==> config.mk <==
export PLATFORM = sky130hd
export DESIGN_NAME = rsp_collect
export DESIGN_NICKNAME = d
export VERILOG_FILES = /design/src/verilog/rsp_collect.sv
export VERILOG_INCLUDE_DIRS = /design/src /design/src/verilog
export SDC_FILE = /design/constraint.sdc
export NUM_CORES = 1
export LEC_CHECK = 0
export BUFFER_PORTS_ARGS = -buffer_cell sky130_fd_sc_hd__buf_2
export CAP_MARGIN = 20
export CORE_MARGIN = 2
export CORE_UTILIZATION = 40
export DETAILED_ROUTE_END_ITERATION = 8
export GPL_TIMING_DRIVEN = 0
export PLACE_DENSITY = 0.94
export SLEW_MARGIN = 20
export SYNTH_ARGS = -nofsm -noshare
export SYNTH_HDL_FRONTEND = slang
export SYNTH_SLANG_ARGS = --single-unit
==> constraint.sdc <==
create_clock -name clk_i -period 2.9 [get_ports clk_i]
set_input_delay 0.145 -clock clk_i [delete_from_list [all_inputs] [get_ports clk_i]]
set_output_delay 0.145 -clock clk_i [all_outputs]
set_load 0.01 [all_outputs]
==> src/verilog/manycore_defines.svh <==
/*
  Widths, tile count and the endpoint address map shared by the tile cluster.
  EPA values are word addresses. The instruction region must sit just above data memory.
*/
`ifndef MANYCORE_DEFINES_SVH
`define MANYCORE_DEFINES_SVH

`define DATA_WIDTH 32
`define ADDR_WIDTH 16
`define MASK_WIDTH 4

`define TILE_COUNT 4
`define TILE_ID_WIDTH 2

// 256 data words from EPA 0x0000
`define DMEM_ADDR_WIDTH 8

// pc is tag then index, region 0x0100 to 0x01FF
`define ICACHE_ADDR_WIDTH 6
`define ICACHE_TAG_WIDTH 2
`define PC_WIDTH 8

// freeze, tgo_x, tgo_y, pc_init_val at offsets 0 to 3
`define CSR_BASE 16'h2000
`define SUBCORD_WIDTH 4

`define INTR_EPA 16'h3FFF
`define INVALID_WORD 32'hDEADBEEF

`endif

==> src/verilog/rsp_collect.sv <==
/*
  Merges tile responses into one registered response port.
  At most one tile responds per cycle since one request is accepted per cycle.
*/
`timescale 1ns/1ps
`include "manycore_defines.svh"

module rsp_collect (
  input  logic clk_i,
  input  logic reset_i,
  input  logic [`TILE_COUNT-1:0] rsp_v_i,
  input  logic [`DATA_WIDTH-1:0] rsp_data_i [`TILE_COUNT],
  output logic returning_data_v_o,
  output logic [`DATA_WIDTH-1:0] returning_data_o,
  output logic [`TILE_ID_WIDTH-1:0] returning_tile_o
);

  logic [`DATA_WIDTH-1:0] data_n;
  logic [`TILE_ID_WIDTH-1:0] tile_n;

  always_comb begin
    data_n = '0;
    tile_n = '0;
    for (int t = 0; t < `TILE_COUNT; t++) begin
      if (rsp_v_i[t]) begin
        data_n = rsp_data_i[t];
        tile_n = `TILE_ID_WIDTH'(t);
      end
    end
  end

  always_ff @(posedge clk_i) begin
    if (reset_i) begin
      returning_data_v_o <= 1'b0;
    end else begin
      returning_data_v_o <= |rsp_v_i;
    end
  end

  always_ff @(posedge clk_i) begin
    if (|rsp_v_i) begin
      returning_data_o <= data_n;
      returning_tile_o <= tile_n;
    end
  end

endmodule

== Word-level counts from Yosys, hierarchy flattened ==
Cells that the tools add are included.
Storage, ports and cells
  word-level logic and storage cells: 12
  bits of input ports: 134
  bits in latches: 0
  output and inout port bits: 35
  bits in writable memories: 0
  register bits after elaboration: 35
  memories: 0
  bits in read-only memories: 0
Operators by class
  div/mod/pow operators: 0
  multiply operators: 0
  reduce and logical (&&, ||, !) cells: 2
  bitwise operators: 0
  shift-type cells: 0
  order comparisons: 0
  equality and inequality tests: 0
  $add $sub $neg: 0
  multiplexer cells: 6
Operator list (number)
  2-to-1 mux 32 bit: 4
  OR reduction 4 bit: 1
  2-to-1 mux 1 bit: 2
  OR reduction 2 bit: 1

== Depth between registers and ports, before layout ==
Gate-level depths: netlist of the first run.
  depth in word-level cells: 4
  gate-level depth with buffers: 5
  depth with buffers taken out: 3

== Worst setup path before layout of the first run ==
Ideal clock, no wire load.
  path kind: input to register
  start point: input rsp_v_i[2]
  end point: register returning_data_o[0] (enable)
  path slack: 1.615 ns
  required time: 2.597 ns
  buffers on the path: 1
  arrival time: 0.982 ns
  setup time: 0.303 ns
  cell stages on the path: 3
  cells stage by stage: or2_1 buf_6 or3_4
Between the ends
  cells in the longest elaborated chain, start to end: 1
RTL lines
  start, declared: RTL line rsp_collect.sv:11  | input logic [`TILE_COUNT-1:0] rsp_v_i,
  OR reduction 4 bit: RTL line rsp_collect.sv:41  | if (|rsp_v_i) begin
  end signal, assigned: RTL line rsp_collect.sv:42  | returning_data_o <= data_n;
  end, declared: RTL line rsp_collect.sv:14  | output logic [`DATA_WIDTH-1:0] returning_data_o,
Every way passes these cells.
A chain may end at the register's enable or synchronous reset.

== Worst setup path after layout of the first run ==
  start point: input rsp_v_i[2]
  end point: register returning_data_o[3] (enable)
The elaborated chain is that of the path after synthesis.

==> results of run 1 <==
==> per-layer routing <==
layer | part of all wire | track usage | vias up | wire length (um)
li1 | - | - | 1003 | -
met1 | 0.37 | 0.279 | 1002 | 2330
met2 | 0.53 | 0.430 | 118 | 3390
met3 | 0.078 | 0.0670 | 12 | 498
met4 | 0.021 | 0.0860 | 0 | 131
met5 | 0 | 0 | - | 0
==> layout make-up <==
| cell class | instances | share of cell area |
|---|---|---|
| Clock buffer | 8 | 0.0358 |
| Timing Repair Buffer | 167 | 0.299 |
| Inverter | 2 | 0.00268 |
| Tap cell | 52 | 0.0233 |
| Buffer | 17 | 0.0318 |
| Sequential cell | 35 | 0.372 |
| Multi-Input combinational cell | 104 | 0.235 |
==> final timing paths <==
check / from / end / slack (ns) / cells past startpoint
worst min-delay path: reset_i / returning_data_v_o / 0.05 / 2
worst max-delay path: rsp_v_i[2] / returning_data_o[3] / 1.67 / 4
==> kinds of logic after synthesis <==
family / share of synthesized area
flops: 0.580
compound gates: 0.268
simple gates: 0.0990
buf+inv: 0.0537
==> registers in the layout, summed over array words and instances, names as in the netlist <==
register,count
returning_tile_o,2
returning_data_v_o,1
returning_data_o,32
==> power groups by stage <==
| stage | logic [mW] | registers [mW] | clock network (mW) |
|---|---|---|---|
| detailed placement | 0.299 | 0.644 | 0 |
| finish | 0.300 | 0.633 | 0.384 |
| floorplan | 0.0936 | 0.677 | 0 |
| CTS | 0.300 | 0.633 | 0.391 |
| global placement | 0.289 | 0.641 | 0 |
| global route | 0.328 | 0.637 | 0.414 |
==> cell usage in the layout, fill, tap and decap left out, types with 2 or more instances in the layout <==
| cell type | n |
|---|---|
| sky130_fd_sc_hd__buf_2 | 172 |
| sky130_fd_sc_hd__inv_1 | 2 |
| sky130_fd_sc_hd__nor2_1 | 31 |
| sky130_fd_sc_hd__a221oi_1 | 31 |
| sky130_fd_sc_hd__edfxtp_1 | 34 |
| sky130_fd_sc_hd__clkbuf_1 | 10 |
| sky130_fd_sc_hd__o22ai_1 | 31 |
| sky130_fd_sc_hd__clkbuf_8 | 7 |
| sky130_fd_sc_hd__buf_6 | 2 |
| sky130_fd_sc_hd__a21oi_1 | 2 |
==> metrics by stage <==
step	worst slack, ns	hold WS (ns)	utilization	std cells
2_1_floorplan	1.62	0.209	-	158
3_3_place_gp	1.40	0.329	0.624	377
3_5_place_dp	1.39	0.346	0.624	377
4_1_cts	1.68	0.0500	0.647	385
5_1_grt	1.65	0.0356	0.647	385
6_report	1.67	0.0544	0.647	385
==> implementation parameters, run 1 <==
Parameter                              Value

Worst setup path
  Maximum fanout encountered on the critical timing path    35
  Cell with the biggest individual delay on the critical path    sky130_fd_sc_hd__or3_4
  Worst path buffer plus inverter count    2
  Critical Setup Path Class    in -> reg
  CP Capture Type    register
  Arrival @ worst endpoint    1.19 ns
  Peak per-stage delay on the critical path    around 0.55 ns
  Critical Path Start Type    input port
  Cells along the critical path    buf_2 > or2_1 > buf_6 > or3_4
  Worst Path Required    between 2 and 3 ns
  CP delay by family, top    simple AND/OR/NAND/NOR gates

Global routing
  Number of antenna violations at the first check in global routing    0
  Pin count of the biggest net entering global routing    36
  Gr usage total    0.242
  Wire length of the first global-routing pass    9640 um
  Number of global-route vias before repair    2,106
  Total gr overflow    0

Status
  Status    complete, no violations

Power and ir drop
  Design Power    1.32 mW
  Net switching power figure    0.336 mW
  Peak ir drop on the vdd network    roughly 0.00026 V
  Leakage power total    1.31 nW
  Power density of the placed cells    471 nW/um^2
  Net switching share of the total power    0.255
  Clock share of power    0.292
  Relative contribution of sequential cells to total power    0.481
  Internal power component    0.982 mW
  Comb power frac    0.228

Synth
  Register bit count reported by yosys    35
  Yosys Warn Count    0
  Largest cells by area after synthesis    sky130_fd_sc_hd__edfxtp_1 57%, sky130_fd_sc_hd__a221oi_1 15%, sky130_fd_sc_hd__o22ai_1 11%, sky130_fd_sc_hd__nor2_1 6.5%, sky130_fd_sc_hd__clkbuf_1 1.9%
  Post-synthesis net count    around 290
  Share of synthesized area occupied by flip-flops and latches    0.580
  Avg Synthesized Cell Area    11.4 um^2
  Fraction of post-synthesis cell area in the top cell type by area    0.569
  Cell area after synthesis    1800 um^2
  Top flip-flop cell by instance count after synthesis    sky130_fd_sc_hd__edfxtp_1
  Distinct cells, synth    20
  Gate Count Post-Synth    158
  Fraction of registers with async set/reset    0
  EDFF count, synth    34
  Cell accounting for the most synthesized area    sky130_fd_sc_hd__edfxtp_1
  Most repeated cell in the gate-level netlist after synthesis    sky130_fd_sc_hd__edfxtp_1
  Top cells by instance count after synthesis    34 x sky130_fd_sc_hd__edfxtp_1, 31 x sky130_fd_sc_hd__a221oi_1, 31 x sky130_fd_sc_hd__nor2_1, 31 x sky130_fd_sc_hd__o22ai_1, 9 x sky130_fd_sc_hd__clkbuf_1

Hold path
  Worst hold path class    in -> reg

STA
  Remaining max-slew budget at the tightest pin    0.633
  Minimum period implied by the final worst setup slack    1.23 ns
  Count of final max-slew check failures    0
  Transition time at the pin with the least slew margin    0.550 ns
  Total Negative Setup Slacks    0 ns
  Highest clock rate    just over 0.8 GHz
  Setup violations, final    0
  Setup repair after global routing missed its margin    false
  Final Hold Violating Endpoints    0
  Final critical-path share of the clock period    0.423

Detailed routing
  Number of remaining DRC errors    0
  Via/cell ratio    roughly 5.5
  Total number of vias    2,135
  Number of routed nets with antenna violations    0
  Post-DR wirelength/cell    16.5 um
  Number of DRC violations after detailed-routing iteration 0    157
  TritonRoute pass-1 iters    4
  Total length of routed wires    6350 um

Final layout
  Proportion of layout cells with a drive suffix above 1    0.553
  Antenna Diode Count    0
  Area used by multi-input combinational logic    658 um^2
  Sequential standard cell area    1040 um^2
  Relative area change from synthesis to final layout    55.7%
  Post-layout nets    about 470
  Layout fillers    370
  Cell area after layout    between 2000 and 3000 um^2

Die
  Die area    5040 um^2
  Overall die width    71.0 um
  Area of the placeable core    4320 um^2
  Count of standard-cell rows    24
  DIE HEIGHT    71.0 um
  # IOs    about 170
  Starting Density    0.415

Clock network
  Clk pin slew, worst setup/hold paths    0.06 ns
  CTS tree    built
  CTS Sinks    35
  Hold bufs inserted after CTS    0
  Clock buffer count from CTS    5
  Deepest level of the CTS H-tree    2
  Buffers inserted during post-CTS setup optimization    0
  Maximum buffer depth of the clock tree    2
  Root Driver    sky130_fd_sc_hd__clkbuf_8
  Count of cells resized by post-cts repair    0

Placement
  HPWL Detailed    4830 um
  Cell area reported after detailed placement    2700 um^2
  Final Wtd Congestion    approximately 0.77
  I/O Buffers    167

Flow run
  Max-cap viol count    0
Power figures use the tool's default switching activity.
==> run 2: changes to the inputs <==
--- a/config.mk
+++ b/config.mk
@@ -6,13 +6,14 @@
 export SDC_FILE = /design/constraint.sdc
 export NUM_CORES = 1
 export LEC_CHECK = 0
+export ABC_AREA = 1
 export BUFFER_PORTS_ARGS = -buffer_cell sky130_fd_sc_hd__buf_2
 export CAP_MARGIN = 20
 export CORE_MARGIN = 2
-export CORE_UTILIZATION = 40
+export CORE_UTILIZATION = 38
 export DETAILED_ROUTE_END_ITERATION = 8
 export GPL_TIMING_DRIVEN = 0
-export PLACE_DENSITY = 0.94
+export PLACE_DENSITY = 0.85
 export SLEW_MARGIN = 20
 export SYNTH_ARGS = -nofsm -noshare
 export SYNTH_HDL_FRONTEND = slang
==> constraint.sdc (replaced) <==
create_clock -name clk_i -period 1 [get_ports clk_i]
set_input_delay 0.05 -clock clk_i [delete_from_list [all_inputs] [get_ports clk_i]]
set_output_delay 0.05 -clock clk_i [all_outputs]
set_load 0.01 [all_outputs]
==> run 2 against run 1 <==
Compared with the run above:
- sequential share of layout area down 7.6 points
- largest power group unchanged
- critical path type is now reg -> out
- critical endpoint is now returning_tile_o[1]
- hold slack worse by 0.035 ns
- critical path depth decreased by 3
- largest cell class is now multi-input combinational cells
- wire length increased by 19%
==> implementation parameters, run 2 <==
Parameter                              Value

Status
  Status    complete, no violations

Detailed routing
  TritonRoute pass-1 iters    4 (unchanged)
  Number of routed nets with antenna violations    0 (unchanged)
  Total number of vias    2,770 (+30%)
  Via/cell ratio    4.82 (-13%)
  Number of remaining DRC errors    0 (unchanged)
  Total length of routed wires    7580 um (+19%)
  Post-DR wirelength/cell    13.2 um (-20%)
  Number of DRC violations after detailed-routing iteration 0    114 (-27%)

Clock network
  Maximum buffer depth of the clock tree    2 (unchanged)
  Clock buffer count from CTS    5 (unchanged)
  Root Driver    sky130_fd_sc_hd__clkbuf_8
  Deepest level of the CTS H-tree    2 (unchanged)
  CTS tree    built
  Clk pin slew, worst setup/hold paths    0.08 ns (+0.02 ns)
  CTS Sinks    35 (unchanged)

Hold path
  Worst hold path class    in -> reg
  Hold-critical path depth    3 (+1)

STA
  Total Negative Setup Slacks    0 ns (unchanged)
  Final setup slack of the worst path    0.114 ns (-1.56 ns)
  Minimum period implied by the final worst setup slack    0.886 ns
  Final critical-path share of the clock period    0.886
  Remaining max-slew budget at the tightest pin    0.800 (+0.166)
  Setup repair after global routing missed its margin    false
  Final Hold Violating Endpoints    0 (unchanged)
  Transition time at the pin with the least slew margin    0.300 ns (-0.250 ns)
  Highest clock rate    1.13 GHz
  Count of final max-slew check failures    0 (unchanged)
  Setup violations, final    0 (unchanged)

Synth
  Gate Count Post-Synth    324 (+110%)
  Synth Area in XOR/XNOR    0 (unchanged)
  Cell accounting for the most synthesized area    sky130_fd_sc_hd__edfxtp_1
  Fraction of post-synthesis cell area in the top cell type by area    0.416 (-0.153)
  Adder-Cell Fraction of Synth Area    0 (unchanged)
  Top flip-flop cell by instance count after synthesis    sky130_fd_sc_hd__edfxtp_1
  Share of the synthesized area in compound gates (AO/OA/AOI/OAI)    0.0709 (-0.197)
  Distinct cells, synth    17 (-15%)
  Cell area after synthesis    2450 um^2 (+37%)
  Simple-gate portion of the synthesized area    0.397 (+0.298)
  Most repeated cell in the gate-level netlist after synthesis    sky130_fd_sc_hd__nand2_1
  Post-synthesis net count    458 (+57%)
  Yosys Warn Count    0 (unchanged)
  Largest cells by area after synthesis    sky130_fd_sc_hd__edfxtp_1 42%, sky130_fd_sc_hd__nand2_1 20%, sky130_fd_sc_hd__nor2_1 6.9%, sky130_fd_sc_hd__a21oi_1 6.5%, sky130_fd_sc_hd__nand3_1 5.3%
  Avg Synthesized Cell Area    7.57 um^2 (-33%)
  Main combinational cell family by area after synthesis    simple AND/OR/NAND/NOR gates
  EDFF count, synth    34 (unchanged)
  Register bit count reported by yosys    35 (unchanged)
  Fraction of registers with async set/reset    0 (unchanged)
  Top cells by instance count after synthesis    128 x sky130_fd_sc_hd__nand2_1, 45 x sky130_fd_sc_hd__nor2_1, 34 x sky130_fd_sc_hd__edfxtp_1
  Share of synthesized area occupied by flip-flops and latches    0.424 (-0.156)
  Multiplexer share of the synthesized area    0 (unchanged)

Final layout
  Commonest cells after routing, fill and taps aside    171 x sky130_fd_sc_hd__buf_2, 128 x sky130_fd_sc_hd__nand2_1, 44 x sky130_fd_sc_hd__nor2_1, 34 x sky130_fd_sc_hd__edfxtp_1, 32 x sky130_fd_sc_hd__a21oi_1
  Relative area change from synthesis to final layout    43.2%
  Layout fillers    620 (+68%)
  Antenna Diode Count    0 (unchanged)
  Post-layout nets    631 (+35%)
  Registers with the most flip-flops    returning_data_o: 32 flops, returning_tile_o: 2 flops, returning_data_v_o: 1 flops
  Cell area after layout    3510 um^2 (+26%)
  Flip-flop count of the largest register after layout    32 (unchanged)
  Number of non-filler instances in the completed layout    575 (+49%)
  Most frequent standard cell in the layout excluding fill and tap cells    sky130_fd_sc_hd__buf_2
  Largest register by flop count    returning_data_o
  Proportion of layout cells with a drive suffix above 1    0.456 (-0.0967)

Worst setup path
  Cells along the critical path    buf_2
  Worst path buffer plus inverter count    1 (-1)
  Worst setup path startpoint    returning_tile_o[1]
  Count of cell instances traversed by the critical path    1 (-3)
  Worst Path Required    0.95 ns (-1.91 ns)
  Arrival @ worst endpoint    0.84 ns (-0.35 ns)
  Critical Path Start Type    register
  CP delay by family, top    flip-flops
  CP Capture Type    output pin
  Peak per-stage delay on the critical path    0.39 ns (-0.16 ns)
  Critical Setup Path Class    reg -> out
  Cell with the biggest individual delay on the critical path    sky130_fd_sc_hd__edfxtp_1
  Worst setup endpoint    returning_tile_o[1]
  Maximum fanout encountered on the critical timing path    1 (-97%)

Global routing
  Pin count of the biggest net entering global routing    18 (-50%)
  Fraction of met1 tracks used by global routing    0.254 (-0.0244)
  GR met3 Demand/Resource    0.0374 (-0.0296)
  Peak-usage layer in the global routing report    met2
  Number of antenna violations at the first check in global routing    0 (unchanged)
  Number of global-route vias before repair    2,618 (+24%)
  Wire length of the first global-routing pass    11,900 um (+24%)
  Gr usage total    0.211 (-0.0311)
  GR Layer Usage met2    0.380 (-0.0497)
  Total gr overflow    0 (unchanged)

Power and ir drop
  Relative contribution of sequential cells to total power    0.464 (-0.017)
  Comb power frac    0.288 (+0.060)
  Power density of the placed cells    1120 nW/um^2 (+140%)
  Clock share of power    0.248 (-0.044)
  Internal power component    2.79 mW (+180%)
  Leakage power total    1.82 nW (+39%)
  Net switching share of the total power    0.290 (+0.0351)
  Peak ir drop on the vdd network    0.000596 V (+130%)
  Net switching power figure    1.14 mW (+240%)

Die
  DIE HEIGHT    84.4 um (+19%)
  Die area    7120 um^2 (+41%)
  Area of the placeable core    6310 um^2 (+46%)
  Starting Density    0.389 (-0.0266)
  Overall die width    84.4 um (+19%)
  # IOs    169 (unchanged)
  Count of standard-cell rows    29 (+21%)

Placement
  Placement-stage worst setup slack    -0.317 ns (-1.71 ns)
  Placed Cells    565 (+50%)
  HPWL Detailed    5650 um (+17%)
  Cell area reported after detailed placement    3410 um^2 (+26%)
  Final Wtd Congestion    0.901 (+18%)
  I/O Buffers    164 (-1.8%)

Flow run
  Max-cap viol count    0 (unchanged)
## run 2: cell families after synthesis
kind of cell | Yosys count
DFF | 35
and+or+nand+nor | 226
AOI/OAI and AO/OA | 34
buffers and inverters | 29
## run 2: through the flow
stage / power, mW / hold slack, ns / utilization
after detailed placement: 2.98 / 0.209 / 0.540
after CTS: 3.97 / 0.0186 / 0.557
after global placement: 2.96 / 0.213 / 0.540
after global routing: 4.15 / 0.0304 / 0.557
final: 3.93 / 0.0198 / 0.557
after floorplan: 2.46 / 0.119 / -
## run 2: cell type report
cell class              count  area, um^2  area share
multi-input cells         261        1190       0.337
plain buffers              25         253      0.0719
clock inverters             2        7.51     0.00214
well taps                  77        96.3      0.0274
clock buffers               6        72.6      0.0206
repair buffers            165         831       0.236
inverters                   4        27.5     0.00783
flip-flops and latches     35        1040       0.296
## run 2: metal layers
metal	up-vias	routed length [um]
met5	-	0
met4	0	118
met3	14	557
met2	144	3820
met1	1215	3090
li1	1397	-
## run 2: power groups by stage
| stage | Combinational [mW] | Clock (mW) | Sequential [mW] |
|---|---|---|---|
| 2_1_floorplan | 0.509 | 0 | 1.95 |
| 3_3_place_gp | 1.10 | 0 | 1.85 |
| 3_5_place_dp | 1.12 | 0 | 1.86 |
| 4_1_cts | 1.14 | 1.01 | 1.83 |
| 5_1_grt | 1.25 | 1.06 | 1.84 |
| 6_report | 1.13 | 0.975 | 1.83 |
## run 2: what timing repair did
item                                    4_1_cts  5_1_grt
buffers inserted                              0        0
endpoints found under the setup margin       30        0
hold buffers                                  1        0
resized for setup                             1        0
hold endpoints to repair                      1        0
## run 2: how the worst min path moves through the flow
stage | to | slack, ns | startpoint
2_1_floorplan | returning_data_v_o | 0.12 | reset_i
3_3_place_gp | returning_data_v_o | 0.21 | reset_i
3_5_place_dp | returning_data_v_o | 0.21 | reset_i
4_1_cts | returning_data_o[30] | 0.02 | rsp_data_i[30]
5_1_grt | returning_data_o[30] | 0.03 | rsp_data_i[30]
6_report | returning_data_o[30] | 0.02 | rsp_data_i[30]
